`src/csr_cfg.svh`:
```
`ifndef CSR_CFG_SVH
`define CSR_CFG_SVH

// --------------------
// Datapath widths
// --------------------

// Read and write width of one CSR.
`define CSR_DATA_WIDTH 32

// Full counter width.
`define CSR_XLEN 64

// Address field of a CSR request.
`define CSR_ADDR_WIDTH 12

// Clock cycles per timer step.
`define CSR_TIMER_DIV 4

`endif
```
`src/csr_pkg.sv`:
```
`default_nettype none
`include "csr_cfg.svh"

package csr_pkg;

   // --------------------
   // Operations and selects
   // --------------------
   typedef enum logic [1:0] {
      CSR_OP_RW = 2'd1,
      CSR_OP_RS = 2'd2,
      CSR_OP_RC = 2'd3
   } csr_op_e;

   typedef enum logic [2:0] {
      SEL_CYCLE, SEL_CYCLEH, SEL_TIME, SEL_TIMEH,
      SEL_INSTRET, SEL_INSTRETH, SEL_USTATUS, SEL_NONE
   } csr_sel_e;

   // User CSR map.
   localparam logic [`CSR_ADDR_WIDTH-1:0] ADDR_USTATUS  = 12'h000;
   localparam logic [`CSR_ADDR_WIDTH-1:0] ADDR_CYCLE    = 12'hC00;
   localparam logic [`CSR_ADDR_WIDTH-1:0] ADDR_TIME     = 12'hC01;
   localparam logic [`CSR_ADDR_WIDTH-1:0] ADDR_INSTRET  = 12'hC02;
   localparam logic [`CSR_ADDR_WIDTH-1:0] ADDR_CYCLEH   = 12'hC80;
   localparam logic [`CSR_ADDR_WIDTH-1:0] ADDR_TIMEH    = 12'hC81;
   localparam logic [`CSR_ADDR_WIDTH-1:0] ADDR_INSTRETH = 12'hC82;

   // Timer prescaler is at least one bit wide.
   localparam int CSR_PRE_WIDTH = (`CSR_TIMER_DIV > 1) ? $clog2(`CSR_TIMER_DIV) : 1;
   localparam logic [CSR_PRE_WIDTH-1:0] CSR_PRE_MAX = CSR_PRE_WIDTH'(`CSR_TIMER_DIV - 1);

   // --------------------
   // Packets
   // --------------------
   typedef struct packed {
      logic                       valid;
      csr_op_e                    op;
      logic [`CSR_ADDR_WIDTH-1:0] addr;
      logic [`CSR_DATA_WIDTH-1:0] operand;
   } csr_req_t;

   typedef struct packed {
      logic                       valid;
      csr_op_e                    op;
      csr_sel_e                   sel;
      logic                       we;
      logic                       illegal;
      logic [`CSR_DATA_WIDTH-1:0] operand;
   } csr_dec_t;

   typedef struct packed {
      logic                       valid;
      logic                       illegal;
      logic [`CSR_DATA_WIDTH-1:0] rdata;
   } csr_rsp_t;

   // Counter word seen whole or as two halves.
   typedef struct packed {
      logic [`CSR_DATA_WIDTH-1:0] hi;
      logic [`CSR_DATA_WIDTH-1:0] lo;
   } csr_half_t;

   typedef union packed {
      logic [`CSR_XLEN-1:0] word;
      csr_half_t            half;
   } csr_cnt_u;

endpackage

`default_nettype wire

```
`src/csr_top.sv`:
```
`timescale 1ns/100ps
`default_nettype none
`include "csr_cfg.svh"

module csr_top (
   input  wire                     clk,
   input  wire                     rst_n,
   input  wire csr_pkg::csr_req_t  req_i,
   input  wire                     retire_i,
   output csr_pkg::csr_rsp_t       rsp_o
);

   import csr_pkg::*;

   csr_dec_t                   dec;
   csr_sel_e                   sel;
   logic                       we;
   logic [`CSR_DATA_WIDTH-1:0] wdata;
   logic [`CSR_DATA_WIDTH-1:0] rdata;

   // --------------------
   // Decode stage
   // --------------------
   csr_decode u_decode (
      .clk   (clk),
      .rst_n (rst_n),
      .req_i (req_i),
      .dec_o (dec)
   );

   // --------------------
   // Execute stage
   // --------------------
   csr_exec u_exec (
      .clk     (clk),
      .rst_n   (rst_n),
      .dec_i   (dec),
      .rdata_i (rdata),
      .sel_o   (sel),
      .we_o    (we),
      .wdata_o (wdata),
      .rsp_o   (rsp_o)
   );

   csr_file u_file (
      .clk      (clk),
      .rst_n    (rst_n),
      .retire_i (retire_i),
      .sel_i    (sel),
      .we_i     (we),
      .wdata_i  (wdata),
      .rdata_o  (rdata)
   );

endmodule

`default_nettype wire

```
`src/csr_exec.sv`:
```
`timescale 1ns/100ps
`default_nettype none
`include "csr_cfg.svh"

module csr_exec (
   input  wire                         clk,
   input  wire                         rst_n,
   input  wire csr_pkg::csr_dec_t      dec_i,
   input  wire [`CSR_DATA_WIDTH-1:0]   rdata_i,
   output csr_pkg::csr_sel_e           sel_o,
   output logic                        we_o,
   output logic [`CSR_DATA_WIDTH-1:0]  wdata_o,
   output csr_pkg::csr_rsp_t           rsp_o
);

   import csr_pkg::*;

   logic                       rsp_valid_q;
   logic                       rsp_illegal_q;
   logic [`CSR_DATA_WIDTH-1:0] rsp_rdata_q;

   // --------------------
   // Read-modify-write
   // --------------------
   assign sel_o = dec_i.sel;
   assign we_o  = dec_i.valid && dec_i.we;

   always_comb begin
      case (dec_i.op)
         CSR_OP_RS: wdata_o = rdata_i | dec_i.operand;
         CSR_OP_RC: wdata_o = rdata_i & ~dec_i.operand;
         default:   wdata_o = dec_i.operand;
      endcase
   end

   // --------------------
   // Response
   // --------------------
   always_ff @(posedge clk or negedge rst_n) begin
      if (!rst_n) begin
         rsp_valid_q   <= 1'b0;
         rsp_illegal_q <= 1'b0;
      end else begin
         rsp_valid_q   <= dec_i.valid;
         rsp_illegal_q <= dec_i.illegal;
      end
   end

   // Illegal requests return zero.
   always_ff @(posedge clk) begin
      rsp_rdata_q <= dec_i.illegal ? '0 : rdata_i;
   end

   assign rsp_o = '{valid: rsp_valid_q, illegal: rsp_illegal_q, rdata: rsp_rdata_q};

endmodule

`default_nettype wire

```
`src/csr_file.sv`:
```
`timescale 1ns/100ps
`default_nettype none
`include "csr_cfg.svh"

module csr_file (
   input  wire                         clk,
   input  wire                         rst_n,
   input  wire                         retire_i,
   input  wire csr_pkg::csr_sel_e      sel_i,
   input  wire                         we_i,
   input  wire [`CSR_DATA_WIDTH-1:0]   wdata_i,
   output logic [`CSR_DATA_WIDTH-1:0]  rdata_o
);

   import csr_pkg::*;

   csr_cnt_u                   cycle_cnt;
   csr_cnt_u                   time_cnt;
   csr_cnt_u                   instret_cnt;
   logic [`CSR_DATA_WIDTH-1:0] ustatus_q;

   // --------------------
   // Counters
   // --------------------
   csr_counter u_cycle (
      .clk   (clk),
      .rst_n (rst_n),
      .inc_i (1'b1),
      .val_o (cycle_cnt.word)
   );

   csr_counter u_instret (
      .clk   (clk),
      .rst_n (rst_n),
      .inc_i (retire_i),
      .val_o (instret_cnt.word)
   );

   csr_timer u_timer (
      .clk   (clk),
      .rst_n (rst_n),
      .val_o (time_cnt.word)
   );

   // User status register.
   always_ff @(posedge clk or negedge rst_n) begin
      if (!rst_n) begin
         ustatus_q <= '0;
      end else if (we_i && (sel_i == SEL_USTATUS)) begin
         ustatus_q <= wdata_i;
      end
   end

   // Read port returns the value held before the edge.
   always_comb begin
      case (sel_i)
         SEL_CYCLE:    rdata_o = cycle_cnt.half.lo;
         SEL_CYCLEH:   rdata_o = cycle_cnt.half.hi;
         SEL_TIME:     rdata_o = time_cnt.half.lo;
         SEL_TIMEH:    rdata_o = time_cnt.half.hi;
         SEL_INSTRET:  rdata_o = instret_cnt.half.lo;
         SEL_INSTRETH: rdata_o = instret_cnt.half.hi;
         SEL_USTATUS:  rdata_o = ustatus_q;
         default:      rdata_o = '0;
      endcase
   end

endmodule

`default_nettype wire

```
`src/csr_decode.sv`:
```
`timescale 1ns/100ps
`default_nettype none
`include "csr_cfg.svh"

module csr_decode (
   input  wire                     clk,
   input  wire                     rst_n,
   input  wire csr_pkg::csr_req_t  req_i,
   output csr_pkg::csr_dec_t       dec_o
);

   import csr_pkg::*;

   csr_sel_e                   sel;
   logic                       unknown;
   logic                       is_cnt;
   logic                       wr;
   logic                       illegal;

   logic                       valid_q;
   logic                       we_q;
   logic                       illegal_q;
   csr_op_e                    op_q;
   csr_sel_e                   sel_q;
   logic [`CSR_DATA_WIDTH-1:0] operand_q;

   // --------------------
   // Address decode
   // --------------------
   always_comb begin
      unknown = 1'b0;
      case (req_i.addr)
         ADDR_CYCLE:    sel = SEL_CYCLE;
         ADDR_CYCLEH:   sel = SEL_CYCLEH;
         ADDR_TIME:     sel = SEL_TIME;
         ADDR_TIMEH:    sel = SEL_TIMEH;
         ADDR_INSTRET:  sel = SEL_INSTRET;
         ADDR_INSTRETH: sel = SEL_INSTRETH;
         ADDR_USTATUS:  sel = SEL_USTATUS;
         default: begin
            sel     = SEL_NONE;
            unknown = 1'b1;
         end
      endcase
   end

   // Set and clear with a zero operand are pure reads.
   assign wr = ((req_i.op == CSR_OP_RS) || (req_i.op == CSR_OP_RC)) ?
               (req_i.operand != '0) : 1'b1;

   assign is_cnt  = (sel != SEL_USTATUS) && (sel != SEL_NONE);
   assign illegal = unknown || (is_cnt && wr);

   always_ff @(posedge clk or negedge rst_n) begin
      if (!rst_n) begin
         valid_q   <= 1'b0;
         we_q      <= 1'b0;
         illegal_q <= 1'b0;
      end else begin
         valid_q   <= req_i.valid;
         we_q      <= wr && !illegal;
         illegal_q <= illegal;
      end
   end

   always_ff @(posedge clk) begin
      op_q      <= req_i.op;
      sel_q     <= sel;
      operand_q <= req_i.operand;
   end

   assign dec_o = '{valid: valid_q, op: op_q, sel: sel_q, we: we_q,
                    illegal: illegal_q, operand: operand_q};

endmodule

`default_nettype wire

```
`src/csr_timer.sv`:
```
`timescale 1ns/100ps
`default_nettype none
`include "csr_cfg.svh"

module csr_timer (
   input  wire                  clk,
   input  wire                  rst_n,
   output logic [`CSR_XLEN-1:0] val_o
);

   import csr_pkg::*;

   logic [CSR_PRE_WIDTH-1:0] pre_q;
   logic                     tick;

   // Wrap of the prescaler steps the count.
   assign tick = (pre_q == CSR_PRE_MAX);

   always_ff @(posedge clk or negedge rst_n) begin
      if (!rst_n) begin
         pre_q <= '0;
      end else if (tick) begin
         pre_q <= '0;
      end else begin
         pre_q <= pre_q + 1'b1;
      end
   end

   csr_counter u_count (
      .clk   (clk),
      .rst_n (rst_n),
      .inc_i (tick),
      .val_o (val_o)
   );

endmodule

`default_nettype wire

```
`src/csr_counter.sv`:
```
`timescale 1ns/100ps
`default_nettype none
`include "csr_cfg.svh"

module csr_counter (
   input  wire                  clk,
   input  wire                  rst_n,
   input  wire                  inc_i,
   output logic [`CSR_XLEN-1:0] val_o
);

   // Count steps only when the caller asks.
   always_ff @(posedge clk or negedge rst_n) begin
      if (!rst_n) begin
         val_o <= '0;
      end else if (inc_i) begin
         val_o <= val_o + 1'b1;
      end
   end

endmodule

`default_nettype wire

```
`config.mk`:
```
export PLATFORM = sky130hd
export DESIGN_NAME = csr_top
export DESIGN_NICKNAME = d
export VERILOG_FILES = /design/src/csr_pkg.sv /design/src/csr_top.sv /design/src/csr_exec.sv /design/src/csr_file.sv /design/src/csr_decode.sv /design/src/csr_timer.sv /design/src/csr_counter.sv
export VERILOG_INCLUDE_DIRS = /design/src
export SDC_FILE = /design/constraint.sdc
export NUM_CORES = 1
export LEC_CHECK = 0
export ABC_AREA = 1
export BUFFER_PORTS_ARGS = -buffer_cell sky130_fd_sc_hd__buf_2
export CAP_MARGIN = 15
export CORE_MARGIN = 2
export CORE_UTILIZATION = 62
export CTS_CLUSTER_SIZE = 30
export DETAILED_ROUTE_END_ITERATION = 7
export PLACE_DENSITY = 0.88
export SLEW_MARGIN = 0
export SYNTH_ARGS = -nofsm -noshare
export SYNTH_HDL_FRONTEND = slang
export SYNTH_SLANG_ARGS = --single-unit
export TNS_END_PERCENT = 5
```
`constraint.sdc`:
```
create_clock -name clk -period 2 [get_ports clk]
set_clock_uncertainty 0.05 [all_clocks]
set_input_delay 0.2 -clock clk [delete_from_list [all_inputs] [get_ports clk]]
set_output_delay 0.2 -clock clk [all_outputs]
set_load 0.02 [all_outputs]
```
Yosys cells after proc, flatten, opt, wreduce, memory -nomap -nowiden
Cells that the tools add are included.

Register bits after elaboration: 300. Bits of input ports: 50. Output and inout port bits: 34. Word-level logic and storage cells: 58.

Add/sub/neg operators: 4. Equal/unequal tests: 19. Muxes and demuxes: 6. Bitwise gates (word level): 3. Reduce and logical (&&, ||, !) cells: 12.

Operator list (number): 32-bit one-hot mux with 7 select lines (1); 64-bit by 1-bit adder with 64-bit output (second input constant) (3); 12-bit equality test (second input constant) (6); 32-bit one-hot mux with 2 select lines (1); 32-bit AND (1); 32-bit NOT (1); 32-bit bitwise OR (1); 32-bit nonzero test (1); 3-bit one-hot mux with 7 select lines (1); 12-bit zero test (1); 2-bit equality test (second input constant) (5); 3-bit equality test (second input constant) (3); 7-bit OR reduction (1); 3-bit by 2-bit equality test with 1-bit output (second input constant) (2); 3-bit != test (second input constant) (2); 1-bit logical AND (5); 3-bit by 1-bit equality test with 1-bit output (second input constant) (1); 3-bit zero test (1); 2-bit by 1-bit adder with 2-bit output (second input constant) (1); 1-bit logical OR (2); 1-bit two-way mux (2); 2-bit two-way mux (1); 1-bit zero test (1).

Depth between registers and ports, before layout
Depth in word-level cells: 8. Gate-level depth with buffers: 12. Gate-level depth less buffers: 11.

Modules after synthesis
From an unflattened synthesis, not the netlist that was laid out.

Cell total of the unflattened synthesis: 2525. Area, all modules: 17784.6 µm².

Modules (own cells, without submodules): csr_counter (times used 3, cells an instance 500, area each 3769.9 µm², seq. area each 1601.5 µm²); csr_file (times used 1, cells an instance 650, area each 3563.4 µm², seq. area each 800.8 µm²); csr_exec (times used 1, cells an instance 244, area each 1627.8 µm², seq. area each 690.7 µm²); csr_decode (times used 1, cells an instance 127, area each 1217.4 µm², seq. area each 815.8 µm²); csr_timer (times used 1, cells an instance 4, area each 66.3 µm², seq. area each 50.0 µm²).

Worst setup path after synthesis
OpenSTA, ideal clock, no wires.

Path type: register to register. Start point: register u_file.u_timer.u_count.val_o[0]. End point: register u_file.u_timer.u_count.val_o[60]. Library setup time: 0.117 ns. Arrival time: 1.544 ns. Data required time: 1.833 ns. Slack: 0.289 ns. Cell stages (with the launch flop): 10. Buffers on the path: 0. Period minus slack after synthesis: 1.711 ns. Path through: dfrtp_1 ha_1 nand3_1 nor2_1 nand2_1 nand3b_1 nor2_4 nand3_1 nand2_1 nand2_1.

Longest elaborated chain between the ends: 1.

Ends and longest elaborated chain: from (decl) (line csr_counter.sv:9) `` output logic [`CSR_XLEN-1:0] val_o ``; from (signal assigned) (line csr_counter.sv:17) `val_o <= val_o + 1'b1;`; 64-bit by 1-bit adder with 64-bit output (line csr_counter.sv:17).

No other way between the ends. A chain may end at the register's enable or synchronous reset.

Final worst setup path
Start point: register u_decode.sel_q[2]. End point: register u_file.ustatus_q[31].

Longest elaborated chain between the ends: 4. Elaborated cells between the ends (all ways): 12. Those cells by class: eq/ne (6); mux (2); bitwise (2); reduce/logical (2).

Ends and longest elaborated chain: from (decl) (line csr_decode.sv:24) `csr_sel_e sel_q;`; from (signal assigned) (line csr_decode.sv:68) `sel_q <= sel;`; 3-bit equality test, or another cell as far along (line csr_file.sv:49, csr_file.sv:56); 32-bit one-hot mux with 7 select lines (line csr_file.sv:56) `case (sel_i)`; 32-bit AND or 32-bit bitwise OR (tied branches) (line csr_exec.sv:31, csr_exec.sv:30); 32-bit one-hot mux with 2 select lines (line csr_exec.sv:29) `case (dec_i.op)`; to (signal assigned) (line csr_file.sv:50) `ustatus_q <= wdata_i;`; to (decl) (line csr_file.sv:20) `` logic [`CSR_DATA_WIDTH-1:0] ustatus_q; ``.

Several ways; a longest one is shown, not always the timed one.

==> reports/metrics.csv <==
metric,value,unit
hpwlAfterDp,47.04,mm
cts_buffer_depth,3,
tritoncts,done,
period_needed,1.956,ns
rsz0062_at_grt,true,
synth_area_leaders,"dfrtp_1 35%, nand2_1 16%, nor2_1 11%",
groute.usage.overall,44.35,%
die_x,168.3,um
grt_pass1_vias,17050,
postSynthRegisterBits,300,
min_delay_worst_endpoint,u_file.u_instret.val_o[2]$_DFFE_PN0P_,
setup.worst_path.end_class,register,
arrival,2.36,ns
yosysUniqueCellTypes,40,
worstReg2RegStart,u_decode.sel_q[2]$_DFF_P_,
period_share,97.78,%
cts.htree.levels,2,
timing.slew.headroom,47.43,%
dp.cells,2863,
clock-sinks,300,
worstSkewPairLatency,0.53,ns
hold_ws,0.02098,ns
cts.clk_slew.worst_paths,0.07,ns
drtIter0Drc,2653,
status,finished clean,
hold_depth,3,
drcViolationCount,0,
ys_warn_count,0,
final_area,0.01969,mm2
overflow,0,
synth_flop_cell,dfrtp_1,
drv_slew,0,
seq_area_frac_synth,42.79,%
reg2reg_depth,8,
die_h,168.3,um
netlist_area,0.01674,mm2
synthTopCellsByCount,"717 x nand2_1, 493 x nor2_1, 239 x inv_1",
final_cells,2963,
antenna_found_initial,2,
final_nets,2648,
antenna_left,0,
cts-root-buf,clkbuf_16,
cts_made_buffers,34,
core-area,0.02673,mm2
cp-start-kind,register,
rows,60,
syn2layout_area_growth,17.65,%
cap_violations,0,
synth_edf_count,0,
peakVddDrop,820.4,uV
async_flop_share,77.00,%
yosysTopAreaCellShare,34.53,%
start_util,62.63,%
synth_area_leader_cell,dfrtp_1,
syn_nets,2458,
worst_pin_slew,0.7885,ns
io_pins,84,
hold_path_class,input port to register,
drive_above_1_share,11.68,%
crit_fanout,32,
finalSetupViolations,0,
post_cts_buffers,0,
io_buffers,83,
grt_pass1_wl,95.71,mm
r2r-end,u_file.ustatus_q[31]$_DFFE_PN0P_,
r2r_slack,0.04,ns
netlist_instances,2404,
finalHoldViolCount,0,
synth_most_common_cell,nand2_1,
routed_wl,62.67,mm
gp_congestion,1.075,
timing.fmax,511.3,MHz
grt_max_degree,53,
avgSynthCellArea,6.963,um2
wl_per_cell,21.15,um
power.density,683.1,mW/mm2
p_leak,8.734,nW
hold_start,retire_i,
viasPerCell,5.985,
vias,17730,
crit_required,2.41,ns
dr.pass1.iters,6,
place_area,0.01809,mm2
dieArea,0.02833,mm2
crit_type,register to register,
## metal layers
layer  global-route usage (%)  vias up  routed length, um
li1                         -     7945                  -
met1                    58.79     8188              23340
met2                    68.12     1325              26950
met3                    10.11      276               8222
met4                    23.69        0               4159
met5                        0        -                  0
## cells by family (layout without fill, tap and decap cells)
logic type	count (synthesis)	after routing	synth area share [%]
buf+inv	287	503	6.765
flops	300	300	42.79
compound gates	206	206	6.339
fa+ha+maj	4	4	0.2990
other cells	0	2	0
xor+xnor	127	127	6.645
simple gates	1480	1480	37.17
## worst max path at each step
stage,slack [ns],depth (start not counted),to,startpoint
3_3_place_gp,-0.08,7,u_file.u_cycle.val_o[52]$_DFF_PN0_,u_file.u_cycle.val_o[0]$_DFF_PN0_
2_1_floorplan,0.29,9,u_file.u_timer.u_count.val_o[60]$_DFFE_PN0P_,u_file.u_timer.u_count.val_o[0]$_DFFE_PN0P_
5_1_grt,-0.11,9,u_file.u_timer.u_count.val_o[60]$_DFFE_PN0P_,u_file.u_timer.u_count.val_o[1]$_DFFE_PN0P_
3_5_place_dp,-0.19,7,u_file.u_cycle.val_o[52]$_DFF_PN0_,u_file.u_cycle.val_o[0]$_DFF_PN0_
4_1_cts,0.006,10,u_file.ustatus_q[29]$_DFFE_PN0P_,u_decode.sel_q[0]$_DFF_P_
6_report,0.04,8,u_file.ustatus_q[31]$_DFFE_PN0P_,u_decode.sel_q[2]$_DFF_P_
## where the power goes
group | switching, W | total [W] | internal, W
Clock | 0.00266 | 0.00630 | 0.00363
Sequential | 0.000164 | 0.00635 | 0.00619
Combinational | 0.000519 | 0.000805 | 0.000285
Total | 0.00335 | 0.0135 | 0.0101
## area by class of cell
class | count | area [um2]
tap | 341 | 426.7
sequential | 300 | 7163
multi-input combinational | 1817 | 8569
fill | 2034 | 7033
inverter | 246 | 927.1
antenna | 2 | 5.005
clock buffer | 51 | 1005
clock inverter | 11 | 102.6
timing repair buffer | 195 | 1494
## flip-flops by register name, indices dropped and copies added, names as in the netlist
name / flops
u_decode.we_q: 1
u_decode.valid_q: 1
u_decode.sel_q: 3
u_file.u_cycle.val_o: 64
u_file.u_timer.pre_q: 2
u_exec.rsp_rdata_q: 32
u_decode.operand_q: 32
u_exec.rsp_illegal_q: 1
u_decode.op_q: 2
u_decode.illegal_q: 1
u_file.u_timer.u_count.val_o: 64
u_exec.rsp_valid_q: 1
u_file.u_instret.val_o: 64
u_file.ustatus_q: 32
## repair_timing
item | in CTS | in global routing
gates resized for setup | 4 | 30
pin swaps | 0 | 0
hold buffers | 36 | 0
setup endpoints to repair | 4 | 74
hold endpoints to repair | 180 | 0
## cells in the final DEF (no fill, tap or decap), types with 42 or more instances in the layout
cell type | synthesis | final
inv_1 | 239 | 238
o21ai_0 | 78 | 78
nor3_1 | 61 | 53
a21oi_1 | 101 | 101
buf_4 | 6 | 65
nand3_1 | 87 | 87
buf_2 | 14 | 82
dfxtp_1 | 69 | 68
xor2_1 | 117 | 117
nor2_1 | 493 | 482
dfrtp_1 | 231 | 231
nand2_1 | 717 | 716
nand4_1 | 42 | 42
## metrics by stage
stage | setup slack, ns | power (W) | utilization (%) | setup TNS, ns
after detailed placement | -0.1913 | 0.007158 | 67.69 | -0.2100
after global routing | -0.1138 | 0.01372 | 73.68 | -0.4802
after floorplan | 0.2889 | 0.006784 | - | 0
final | 0.04433 | 0.01345 | 73.68 | 0
after global placement | -0.08259 | 0.007129 | 67.69 | -0.08259
after CTS | 0.005766 | 0.01334 | 73.25 | 0
## critical path, cell delays in order, from the launching register on
cell and delay (ns):
dfxtp_1 0.37, inv_2 0.16, nand3_1 0.17, buf_12 0.21
o21ai_0 0.47, nor2_1 0.15, nand2_1 0.11, nand2_1 0.05
a21oi_1 0.13
(Power assumes the default switching activity.)
